`src/source/seq_defines.svh`:
```
`ifndef SEQ_DEFINES_SVH
`define SEQ_DEFINES_SVH

// slot table geometry
`define SEQ_SLOT_IDX_W    2    // slot index width
`define SEQ_SLOTS         4    // one reprogram line per slot
`define SEQ_ADDR_W        32   // transfer address
`define SEQ_SIZE_W        26   // transfer size, zero-extended on the bus
`define SEQ_PROFILE_W     32   // per-slot run counter

// dma init tasks stepped per slot
`define SEQ_INIT_TASKS    4

// wishbone classic slave
`define SEQ_WB_ADR_W      8    // byte address
`define SEQ_WB_DAT_W      32

// register map
`define SEQ_REG_CTRL      8'h00
`define SEQ_REG_STATUS    8'h04
`define SEQ_REG_END_CNT   8'h08
`define SEQ_SLOT_BASE_BIT 7    // set for the slot region
`define SEQ_SLOT_IDX_LSB  5    // adr[6:5] picks the slot
`define SEQ_SLOT_FLD_LSB  2    // adr[4:2] picks the field

`endif

```
`src/source/seq_pkg.sv`:
```
`default_nettype none

package seq_pkg;

`include "seq_defines.svh"

    // sequencer state, code shows up in STATUS[2:0]
    typedef enum logic [2:0] {
        ST_SHUTDOWN         = 3'd0,
        ST_REPROG           = 3'd1,
        ST_WAIT_SLAVE_RESET = 3'd2, // waiting for nslave_reset to fall
        ST_WAIT_SLAVE_OP    = 3'd3, // waiting for nslave_reset to rise
        ST_INITIALIZING     = 3'd4,
        ST_TRIGGERING       = 3'd5,
        ST_WAIT_FIN         = 3'd6
    } seq_state_e;

    typedef enum logic [1:0] {
        CMD_CLEAR    = 2'd0,
        CMD_SHUTDOWN = 2'd1,
        CMD_START    = 2'd2         // code 3 has no meaning
    } seq_cmd_e;

    typedef enum logic [2:0] {
        FLD_SRC_ADDR = 3'd0,
        FLD_SRC_SIZE = 3'd1,
        FLD_DST_ADDR = 3'd2,
        FLD_DST_SIZE = 3'd3,
        FLD_PROFILE  = 3'd4
    } slot_field_e;

    // one slot descriptor, 148 bits
    typedef struct packed {
        logic [`SEQ_ADDR_W-1:0]    src_addr;
        logic [`SEQ_SIZE_W-1:0]    src_size;
        logic [`SEQ_ADDR_W-1:0]    dst_addr;
        logic [`SEQ_SIZE_W-1:0]    dst_size;
        logic [`SEQ_PROFILE_W-1:0] profile;
    } slot_t;

    typedef struct packed {
        logic                       valid;
        logic [`SEQ_SLOT_IDX_W-1:0] idx;
        slot_field_e                field;
        logic [`SEQ_WB_DAT_W-1:0]   data;
    } slot_wr_t;

    typedef struct packed {
        logic     valid;
        seq_cmd_e code;
    } seq_cmd_t;

    typedef struct packed {
        logic                     cyc;
        logic                     stb;
        logic                     we;
        logic [`SEQ_WB_ADR_W-1:0] adr;
        logic [`SEQ_WB_DAT_W-1:0] dat_w;
    } wb_req_t;

    typedef struct packed {
        logic                     ack;
        logic [`SEQ_WB_DAT_W-1:0] dat_r;
    } wb_rsp_t;

endpackage

`default_nettype wire

```
`src/source/seq_control_fsm.sv`:
```
`timescale 1ns/100ps
`default_nettype none

`include "seq_defines.svh"

module seq_control_fsm
    import seq_pkg::*;
(
    input  wire                              clk,
    input  wire                              reset,
    input  seq_cmd_t                         cmd,
    input  wire        [`SEQ_SLOT_IDX_W-1:0] end_cnt,
    output seq_state_e                       state,
    output logic       [`SEQ_SLOT_IDX_W-1:0] slot_cnt,
    output logic                             profile_bump,
    output logic       [`SEQ_SLOTS-1:0]      reprog,
    input  wire                              nslave_reset,  // active low from the dfx side
    output logic       [`SEQ_INIT_TASKS-1:0] init_task,
    input  wire        [`SEQ_INIT_TASKS-1:0] init_done,
    output logic                             start_exec,
    input  wire                              exec_done
);

    logic cmd_clear;
    logic cmd_shutdown;
    logic cmd_start;

    assign cmd_clear    = cmd.valid && (cmd.code == CMD_CLEAR);
    assign cmd_shutdown = cmd.valid && (cmd.code == CMD_SHUTDOWN);
    assign cmd_start    = cmd.valid && (cmd.code == CMD_START) && (state == ST_SHUTDOWN);

    //////////////////////////////////////////////////
    // slave-side outputs decoded from state

    assign reprog       = (state == ST_REPROG) ? (`SEQ_SLOTS'(1) << slot_cnt) : '0;
    assign profile_bump = (state == ST_REPROG);     // lands at the closing edge
    assign start_exec   = (state == ST_TRIGGERING); // one cycle pulse

    //////////////////////////////////////////////////
    // sequencer

    always_ff @(posedge clk or negedge reset) begin
        if (!reset) begin
            state     <= ST_SHUTDOWN;
            slot_cnt  <= '0;
            init_task <= '0;
        end else if (cmd_clear) begin
            state     <= ST_SHUTDOWN;
            slot_cnt  <= '0;
            init_task <= '0;
        end else if (cmd_shutdown) begin
            state <= ST_SHUTDOWN;   // counter and tasks kept as they are
        end else if (cmd_start) begin
            state     <= ST_REPROG;
            slot_cnt  <= '0;        // every run starts at slot 0
            init_task <= '0;
        end else begin
            case (state)
                ST_SHUTDOWN: begin
                    // idle until START
                end
                ST_REPROG: begin
                    state <= ST_WAIT_SLAVE_RESET;
                end
                ST_WAIT_SLAVE_RESET: begin
                    if (!nslave_reset) begin // module went into reset
                        state <= ST_WAIT_SLAVE_OP;
                    end
                end
                ST_WAIT_SLAVE_OP: begin
                    if (nslave_reset) begin  // module is back up
                        state     <= ST_INITIALIZING;
                        init_task <= `SEQ_INIT_TASKS'(1);
                    end
                end
                ST_INITIALIZING: begin
                    if (init_done[`SEQ_INIT_TASKS-1]) begin
                        state     <= ST_TRIGGERING; // last task done
                        init_task <= '0;
                    end else if (init_done != '0) begin
                        init_task <= init_task << 1; // next task
                    end
                end
                ST_TRIGGERING: begin
                    state <= ST_WAIT_FIN;
                end
                ST_WAIT_FIN: begin
                    if (exec_done) begin
                        if (slot_cnt < end_cnt) begin
                            slot_cnt <= slot_cnt + 1'b1;
                            state    <= ST_REPROG;
                        end else begin
                            slot_cnt <= '0;  // run complete
                            state    <= ST_SHUTDOWN;
                        end
                    end
                end
                default: begin
                    state <= ST_SHUTDOWN;   // unused code 7
                end
            endcase
        end
    end

endmodule

`default_nettype wire

```
`src/source/seq_slot_table.sv`:
```
`timescale 1ns/100ps
`default_nettype none

`include "seq_defines.svh"

module seq_slot_table
    import seq_pkg::*;
(
    input  wire                        clk,
    input  wire                        reset,
    input  slot_wr_t                   slot_wr,
    input  wire  [`SEQ_SLOT_IDX_W-1:0] host_idx,
    output slot_t                      host_slot,
    input  wire  [`SEQ_SLOT_IDX_W-1:0] seq_idx,
    output slot_t                      seq_slot,
    input  wire                        profile_bump
);

    slot_t slots [`SEQ_SLOTS];  // the descriptor store

    //////////////////////////////////////////////////
    // read ports, both combinational

    assign host_slot = slots[host_idx];    // bus side
    assign seq_slot  = slots[seq_idx];     // sequencer side, drives the descriptor

    //////////////////////////////////////////////////
    // host field writes and profile bump

    always_ff @(posedge clk or negedge reset) begin
        if (!reset) begin
            for (int i = 0; i < `SEQ_SLOTS; i++) begin
                slots[i] <= '0;
            end
        end else begin
            if (slot_wr.valid) begin
                case (slot_wr.field)
                    FLD_SRC_ADDR: begin
                        slots[slot_wr.idx].src_addr <= slot_wr.data;
                    end
                    FLD_SRC_SIZE: begin
                        // upper bits of the bus word are dropped
                        slots[slot_wr.idx].src_size <= slot_wr.data[`SEQ_SIZE_W-1:0];
                    end
                    FLD_DST_ADDR: begin
                        slots[slot_wr.idx].dst_addr <= slot_wr.data;
                    end
                    FLD_DST_SIZE: begin
                        slots[slot_wr.idx].dst_size <= slot_wr.data[`SEQ_SIZE_W-1:0];
                    end
                    FLD_PROFILE: begin
                        slots[slot_wr.idx].profile <= slot_wr.data;
                    end
                    default: begin
                        // unused field codes
                    end
                endcase
            end

            // one count per reprogram of this slot
            if (profile_bump) begin
                slots[seq_idx].profile <= slots[seq_idx].profile + 1'b1;
            end
        end
    end

endmodule

`default_nettype wire

```
`src/source/seq_top.sv`:
```
`timescale 1ns/100ps
`default_nettype none

`include "seq_defines.svh"

module seq_top
    import seq_pkg::*;
(
    input  wire                         clk,
    input  wire                         reset,
    // host side
    input  wb_req_t                     wb_req,
    output wb_rsp_t                     wb_rsp,
    // reconfiguration controller
    output logic  [`SEQ_SLOTS-1:0]      reprog,
    input  wire                         nslave_reset,
    // dma side
    output logic  [`SEQ_INIT_TASKS-1:0] init_task,
    input  wire   [`SEQ_INIT_TASKS-1:0] init_done,
    output logic                        start_exec,
    input  wire                         exec_done,
    output slot_t                       slot          // current slot descriptor
);

    //////////////////////////////////////////////////
    // internal nets

    seq_state_e                 state;
    logic [`SEQ_SLOT_IDX_W-1:0] slot_cnt;
    logic [`SEQ_SLOT_IDX_W-1:0] end_cnt;
    logic [`SEQ_SLOT_IDX_W-1:0] host_idx;
    slot_t                      host_slot;
    slot_wr_t                   slot_wr;
    seq_cmd_t                   cmd;
    logic                       profile_bump;

    seq_wb_regs u_seq_wb_regs (
        .clk       (clk),
        .reset     (reset),
        .wb_req    (wb_req),
        .wb_rsp    (wb_rsp),
        .state     (state),
        .slot_cnt  (slot_cnt),
        .host_slot (host_slot),
        .host_idx  (host_idx),
        .slot_wr   (slot_wr),
        .cmd       (cmd),
        .end_cnt   (end_cnt)
    );

    seq_slot_table u_seq_slot_table (
        .clk          (clk),
        .reset        (reset),
        .slot_wr      (slot_wr),
        .host_idx     (host_idx),
        .host_slot    (host_slot),
        .seq_idx      (slot_cnt),  // sequencer reads the counter's slot
        .seq_slot     (slot),
        .profile_bump (profile_bump)
    );

    seq_control_fsm u_seq_control_fsm (
        .clk          (clk),
        .reset        (reset),
        .cmd          (cmd),
        .end_cnt      (end_cnt),
        .state        (state),
        .slot_cnt     (slot_cnt),
        .profile_bump (profile_bump),
        .reprog       (reprog),
        .nslave_reset (nslave_reset),
        .init_task    (init_task),
        .init_done    (init_done),
        .start_exec   (start_exec),
        .exec_done    (exec_done)
    );

endmodule

`default_nettype wire

```
`src/source/seq_wb_regs.sv`:
```
`timescale 1ns/100ps
`default_nettype none

`include "seq_defines.svh"

module seq_wb_regs
    import seq_pkg::*;
(
    input  wire                              clk,
    input  wire                              reset,
    input  wb_req_t                          wb_req,
    output wb_rsp_t                          wb_rsp,
    input  seq_state_e                       state,
    input  wire        [`SEQ_SLOT_IDX_W-1:0] slot_cnt,
    input  slot_t                            host_slot,
    output logic       [`SEQ_SLOT_IDX_W-1:0] host_idx,
    output slot_wr_t                         slot_wr,
    output seq_cmd_t                         cmd,
    output logic       [`SEQ_SLOT_IDX_W-1:0] end_cnt
);

    logic                     req;          // new cycle on the bus
    logic                     pend;         // request sampled, wait state
    logic                     go;           // decode edge, ack follows
    logic                     ack_q;
    logic [`SEQ_WB_DAT_W-1:0] dat_q;
    logic                     is_slot;
    logic                     is_ctrl;
    logic                     is_status;
    logic                     is_end_cnt;
    logic                     in_shutdown;
    slot_field_e              fld;
    logic [`SEQ_WB_DAT_W-1:0] rd_data;

    //////////////////////////////////////////////////
    // handshake

    assign req = wb_req.cyc && wb_req.stb && !ack_q;
    assign go  = pend && wb_req.cyc && wb_req.stb; // master still holds the request

    assign wb_rsp.ack   = ack_q;
    assign wb_rsp.dat_r = dat_q;

    //////////////////////////////////////////////////
    // address decode

    assign is_slot     = wb_req.adr[`SEQ_SLOT_BASE_BIT];
    assign is_ctrl     = (wb_req.adr == `SEQ_REG_CTRL);
    assign is_status   = (wb_req.adr == `SEQ_REG_STATUS);
    assign is_end_cnt  = (wb_req.adr == `SEQ_REG_END_CNT);
    assign in_shutdown = (state == ST_SHUTDOWN);

    assign host_idx = wb_req.adr[`SEQ_SLOT_IDX_LSB +: `SEQ_SLOT_IDX_W];
    assign fld      = slot_field_e'(wb_req.adr[`SEQ_SLOT_FLD_LSB +: $bits(slot_field_e)]);

    // read mux, anything unmapped stays zero
    always_comb begin
        rd_data = '0;
        if (is_slot) begin
            if (in_shutdown) begin // table is hidden while running
                case (fld)
                    FLD_SRC_ADDR: rd_data = host_slot.src_addr;
                    FLD_SRC_SIZE: rd_data = `SEQ_WB_DAT_W'(host_slot.src_size);
                    FLD_DST_ADDR: rd_data = host_slot.dst_addr;
                    FLD_DST_SIZE: rd_data = `SEQ_WB_DAT_W'(host_slot.dst_size);
                    FLD_PROFILE:  rd_data = host_slot.profile;
                    default:      rd_data = '0;
                endcase
            end
        end else if (is_status) begin
            rd_data[2:0]                    = state;
            rd_data[8 +: `SEQ_SLOT_IDX_W]   = slot_cnt;
            rd_data[16 +: `SEQ_SLOT_IDX_W]  = end_cnt;
        end else if (is_end_cnt) begin
            rd_data[`SEQ_SLOT_IDX_W-1:0] = end_cnt;
        end
    end

    //////////////////////////////////////////////////
    // ack, strobes and end count

    always_ff @(posedge clk or negedge reset) begin
        if (!reset) begin
            pend    <= 1'b0;
            ack_q   <= 1'b0;
            cmd     <= '0;
            slot_wr <= '0;
            end_cnt <= '0;
        end else begin
            pend  <= req && !pend;          // one wait state
            ack_q <= go;                    // single-cycle ack

            // command strobe lives in the ack cycle only
            cmd.valid <= go && wb_req.we && is_ctrl;
            cmd.code  <= seq_cmd_e'(wb_req.dat_w[$bits(seq_cmd_e)-1:0]);

            // slot writes pass only in shutdown, else acked and dropped
            slot_wr.valid <= go && wb_req.we && is_slot && in_shutdown;
            slot_wr.idx   <= host_idx;
            slot_wr.field <= fld;
            slot_wr.data  <= wb_req.dat_w;

            if (go && wb_req.we && is_end_cnt && in_shutdown) begin
                end_cnt <= wb_req.dat_w[`SEQ_SLOT_IDX_W-1:0];
            end
        end
    end

    always_ff @(posedge clk) begin
        if (go) begin
            dat_q <= wb_req.we ? '0 : rd_data; // writes return zero
        end
    end

endmodule

`default_nettype wire
```
`config.mk`:
```
export PLATFORM = sky130hd
export DESIGN_NAME = seq_top
export DESIGN_NICKNAME = d
export VERILOG_FILES = /design/src/source/seq_pkg.sv /design/src/source/seq_control_fsm.sv /design/src/source/seq_slot_table.sv /design/src/source/seq_top.sv /design/src/source/seq_wb_regs.sv
export VERILOG_INCLUDE_DIRS = /design/src /design/src/source
export SDC_FILE = /design/constraint.sdc
export NUM_CORES = 2
export LEC_CHECK = 0
export BUFFER_PORTS_ARGS = -buffer_cell sky130_fd_sc_hd__buf_2
export CORE_ASPECT_RATIO = 1.4
export CORE_MARGIN = 3
export CORE_UTILIZATION = 30
export CTS_CLUSTER_DIAMETER = 200
export DETAILED_ROUTE_END_ITERATION = 12
export PLACE_DENSITY_LB_ADDON = 0.08
export SLEW_MARGIN = 15
export SYNTH_ARGS = -nofsm -noshare
export SYNTH_HDL_FRONTEND = slang
export SYNTH_SLANG_ARGS = --single-unit
```
`constraint.sdc`:
```
create_clock -name clk -period 3.38 [get_ports clk]
set_input_delay 0 -clock clk [delete_from_list [all_inputs] [get_ports clk]]
set_output_delay 0 -clock clk [all_outputs]
set_load 0.02 [all_outputs]
```
=== Word level (Yosys, flattened, before mapping) ===
Cells that the tools add are included.

* Register bits after elaboration: 678
* Input bits: 51
* Output and inout bits: 190
* Logic and storage cells: 166

* $add $sub $neg: 2
* Order comparisons: 6
* Equality and inequality tests: 26
* Shifts and indexed selects: 1
* Mux-type cells: 60
* Bitwise operators: 5
* Reduce and logical (&&, ||, !) cells: 32

{| class="wikitable"
|+ Operator list
! kind !! count
|-
| 592-bit bitwise mux || 6
|-
| 592-bit case mux with 5 select lines || 1
|-
| 148-bit demux with 2-bit select || 6
|-
| 592-bit two-way mux || 2
|-
| 148-bit two-way mux || 5
|-
| 148-bit binary-select mux with 2-bit select || 2
|-
| 32-bit case mux with 5 select lines || 1
|-
| 116-bit two-way mux || 1
|-
| 90-bit two-way mux || 1
|-
| 32-bit two-way mux || 2
|-
| 58-bit two-way mux || 1
|-
| 32-bit by 1-bit adder with 32-bit output, second input constant || 1
|-
| 4-bit two-way mux || 7
|-
| 5-bit by 2-bit inequality test with 1-bit output, second input constant || 5
|-
| 2-bit two-way mux || 12
|-
| 3-bit two-way mux || 8
|-
| 3-bit case mux with 7 select lines || 1
|-
| 3-bit by 2-bit == test with 1-bit output, second input constant || 6
|-
| 18-bit two-way mux || 1
|-
| 1-bit logical AND || 17
|-
| 3-bit == test, second input constant || 5
|-
| 3-bit by 1-bit == test with 1-bit output, second input constant || 3
|-
| 3-bit greater-or-equal comparator, second input constant || 3
|-
| 3-bit zero test || 3
|-
| other kinds (24) || 32
|}

=== Longest topological paths before layout ===
* Word-level depth: 10
* Mapped depth: 13
* Depth with buffers taken out: 7

=== Cells and area by module ===
Synthesis repeated with hierarchy kept, for this count alone.

* Cells, all modules: 2657
* Area total of the unflattened synthesis: 35308.9 um^2

{| class="wikitable"
|+ Modules (own cells, without submodules)
! module !! instances !! cells each !! area each (um^2)
|-
| seq_slot_table || 1 || 2288 || 30984.7
|-
| seq_wb_regs || 1 || 286 || 3598.5
|-
| seq_control_fsm || 1 || 83 || 725.7
|}

=== Worst setup path before layout ===
Ideal clock, no wire load.

* Kind: register to register
* Start: register u_seq_control_fsm.slot_cnt[1]
* End: register u_seq_slot_table.slots[318] (netlist bit)
* Library setup time: 0.077 ns
* Data arrival time: 2.942 ns
* Data required time: 3.303 ns
* Slack: 0.360 ns
* Cell stages (with the launch flop): 14
* Buffers on the path: 8
* Cell sequence: dfrtp_1 > buf_4 > buf_4 > buf_2 > buf_2 > buf_1 > clkbuf_1 > inv_1 > ha_1 > nand2_1 > inv_1 > clkbuf_1 > clkbuf_1 > a21oi_1

* Cells in the longest elaborated chain, start to end: 7
* Elaborated cells on any way between the ends: 12

{| class="wikitable"
|+ RTL lines
! element !! line !! text
|-
| from (decl) || seq_control_fsm.sv:14 || <nowiki>output logic [`SEQ_SLOT_IDX_W-1:0] slot_cnt,</nowiki>
|-
| from (signal assigned) || seq_control_fsm.sv:90 || <nowiki>slot_cnt <= slot_cnt + 1'b1;</nowiki>
|-
| 2-bit inverter with 3-bit output (implied by the code) * || seq_slot_table.sv:62 || <nowiki>slots[seq_idx].profile <= slots[seq_idx].profile + 1'b1;</nowiki>
|-
| 148-bit binary-select mux with 2-bit select, or another cell as far along || seq_slot_table.sv:62 ||
|-
| 148-bit two-way mux or 1-bit logical AND (tied branches) || n/a ||
|-
| 148-bit two-way mux or 32-bit two-way mux (tied branches) || n/a ||
|-
| 32-bit by 1-bit adder with 32-bit output or 148-bit demux with 2-bit select (tied branches) || seq_slot_table.sv:62 ||
|-
| 592-bit bitwise mux * || seq_slot_table.sv:62 ||
|-
| 592-bit two-way mux * || seq_slot_table.sv:61 || <nowiki>if (profile_bump) begin</nowiki>
|-
| to (decl) || seq_slot_table.sv:19 || <nowiki>slot_t slots [`SEQ_SLOTS];</nowiki>
|}

Every way passes the cells marked *; elsewhere a longest branch is shown, timed or not. The select of a mux whose other input is x is not followed.
A chain may end at the register's enable or synchronous reset.

==> key figures <==
Run status
  – Run status: finished, violations left
  – Failing checks: negative hold slack

Yosys
  – Synth top area share: 0.4596
  – Number of synthesized register bits: 676
  – Post-synth EDFFs: 32
  – Count leader, synth: dfrtp_1
  – Yosys warning total: 0
  – Netlist cell types: 57
  – Post-synth top cells: dfrtp_1 (644), mux2_2 (417), mux4_2 (296)
  – Synthesized instance count: 2658
  – Ys flop type: dfrtp_1
  – Post-synthesis async set-or-reset flop share: 0.9527
  – Mean Syn Cell Area: 13.19 µm²
  – Synth top area cells: dfrtp_1 (46%), mux4_2 (19%), mux2_2 (13%)
  – Largest area contributor in the synthesized netlist: dfrtp_1
  – Synth Net Count: 2715
  – Sequential share of the synthesized area: 0.4870
  – Mapped Area: 0.03507 mm²

Floorplanning
  – Total core area: 0.1153 mm²
  – Die width: 294.9 µm
  – DIE AREA: 0.1211 mm²
  – Die height: 410.5 µm
  – # IOs: 241
  – Initial core utilization: 0.3041
  – Rows: 147

Critical path
  – Reg2reg start: u_seq_control_fsm.slot_cnt[0]$_DFFE_PN0P_
  – Reg2Reg Setup Slack: 0.26 ns
  – Critical Setup Path Class: register to output port
  – CP required: 3.38 ns
  – R2r endpoint: u_seq_slot_table.slots[30]$_DFF_PN0_
  – Critical Path AT: 3.29 ns
  – Crit-path max FO: 38
  – Setup crit end kind: output port
  – Reg2reg path depth: 7
  – Critical Path Source Type: register

Timing
  – Worst Max-Slew Pin Slew: 1.222 ns
  – Setup Skew: 0.02588 ns
  – Worst hold slack: -0.04441 ns
  – Period utilisation layout: 0.9747
  – Final hold violation count: 12
  – Min Tclk post-route: 3.295 ns
  – Max Fclk: 303.5 MHz
  – RSZ-0062 raised after global routing: no
  – Final TNS setup: 0 ns
  – Max-slew violation count: 0
  – Finish-stage setup viols: 0
  – Slew headroom: 0.1853

Drt
  – Routed Antenna Nets: 0
  – Iter 0 DRT Violations: 2141
  – DR WL/cell: 30.93 µm
  – TritonRoute pass-1 iters: 8
  – # DRC: 0
  – Routed wire length: 139400 µm
  – Via Count: 25310
  – Vias per cell: 5.618

Power and ir drop
  – Total power: 24.35 mW
  – Maximum vdd drop: 370.9 µV
  – Leakage: 18.73 nW
  – Power per cell area: 578.1 mW/mm²

Final layout
  – Layout cell share with drive strength beyond 1: 0.4115
  – FILL cells: 11140
  – Final #Nets: 3003
  – Area growth syn-to-layout: 20.09%
  – Sequential cell area: 0.01708 mm²
  – Multi-input gate area: 0.01700 mm²

Placed design
  – Final HPWL DP: 92820 µm
  – Number of port buffers: 240
  – RD Place Congestion: 0.8209

Run
  – MaxCap Viol Count: 0

GRT
  – First-pass GRT wire length: 201700 µm
  – Pin count of the biggest net entering global routing: 98
  – GR Overflow Total: 0
  – Gr usage total: 0.2309
  – Initial antenna violation count: 4
  – Vias in the first global route: 26500

Clocking
  – TritonCTS Buffers: 80
  – CTS tree: built
  – Longest Clk Path Bufs: 3
  – Clk sink count: 676
  – Clk slew on worst S/H paths: 0.06 ns
  – H-tree depth: 3
  – Root Driver: clkbuf_16
  – Clk_lat worst skew: 0.68 ns

Hold path
  – HP Class: primary input to async pin
area by class of cell:
class / instances / area share
Timing Repair Buffer: 452 / 0.07779
Antenna cell: 2 / 0.0001188
Sequential cell: 676 / 0.4057
Clock buffer: 112 / 0.05470
Inverter: 15 / 0.001337
Clock inverter: 37 / 0.01230
Multi-Input combinational cell: 1721 / 0.4038
Tap cell: 1490 / 0.04427
power by group:
part	internal, mW	switching, mW	total, mW
logic	2.22	3.32	5.54
clock network	5.63	3.76	9.39
registers	8.72	0.708	9.42
total	16.6	7.79	24.3
through the flow:
step                      area [µm²]  worst slack (ns)  hold WS, ns  utilization  instances
after global routing           42110           0.04464      0.02428       0.3651       4504
final                          42110           0.08541     -0.04441       0.3652       4505
after CTS                      42110           0.04437      0.01999       0.3651       4503
after floorplan                35070            0.3601      -0.2956            -       2658
after detailed placement       38440            0.1694       0.1094       0.3333       4274
after global placement         38440            0.1978       0.1076       0.3333       4274
routing by layer:
layer	global-route usage	wire, µm	vias up
met5	0	0	-
met2	0.4015	71260	775
met4	0.09056	5321	0
met1	0.2925	57100	13680
li1	-	-	10670
met3	0.02699	5670	187
what timing repair did:
| item | in CTS | in global routing |
|---|---|---|
| hold buffers | 78 | 0 |
| buffers inserted | 1 | 0 |
| resized for setup | 2 | 0 |
| endpoints found under the hold margin | 133 | 0 |
| endpoints found under the setup margin | 66 | 0 |
layout by cell type (no fill, tap or decap), types with 6 or more instances in the layout:
cell type	netlist	routed
inv_1	14	12
a22o_1	39	39
dlygate4sd3_1	0	78
clkbuf_8	0	16
nand3_1	22	21
mux2i_1	26	26
and2_1	9	9
o21ai_0	144	144
clkbuf_16	0	81
ha_1	6	6
edfxtp_1	32	32
a222oi_1	20	20
clkinv_2	0	12
o211ai_1	18	18
clkbuf_1	189	15
nor2b_1	8	8
nand2_1	233	230
mux2_2	417	417
buf_12	1	17
a31oi_1	24	24
nand4_1	11	11
buf_4	5	114
nor3_1	15	12
mux4_2	296	296
o22ai_1	13	13
a211oi_1	51	51
xor2_1	16	16
nor2_1	161	156
dfrtp_1	644	642
a21oi_1	101	101
xnor2_1	14	14
clkinv_1	1	7
a22oi_1	22	22
buf_2	22	237
bufinv_16	0	11
cells by family after synthesis:
group,Yosys count,synth area share
compound gates,443,0.07896
simple gates,502,0.06209
mux,740,0.3322
fa+ha+maj,6,0.002141
xor+xnor,30,0.007493
flops,676,0.4870
buf+inv,261,0.03015
worst max-delay path by stage:
stage / from / endpoint / slack, ns / cells after the start
final: u_seq_control_fsm.slot_cnt[1]$_DFFE_PN0P_ / slot[123] / 0.09 / 4
after global routing: u_seq_control_fsm.slot_cnt[1]$_DFFE_PN0P_ / slot[123] / 0.04 / 4
after CTS: u_seq_control_fsm.slot_cnt[1]$_DFFE_PN0P_ / slot[123] / 0.04 / 4
after detailed placement: u_seq_control_fsm.slot_cnt[0]$_DFFE_PN0P_ / u_seq_slot_table.slots[324]$_DFF_PN0_ / 0.17 / 7
after global placement: u_seq_control_fsm.slot_cnt[0]$_DFFE_PN0P_ / u_seq_slot_table.slots[473]$_DFF_PN0_ / 0.20 / 7
after floorplan: u_seq_control_fsm.slot_cnt[1]$_DFFE_PN0P_ / u_seq_slot_table.slots[318]$_DFF_PN0_ / 0.36 / 13
worst max-delay path: stages, from the launching register on:
cell and delay, ns:
dfrtp_4 0.71, buf_4 0.47, buf_4 0.68, mux4_2 0.49, buf_2 0.20
No activity file was read; power rests on OpenSTA's default activity.
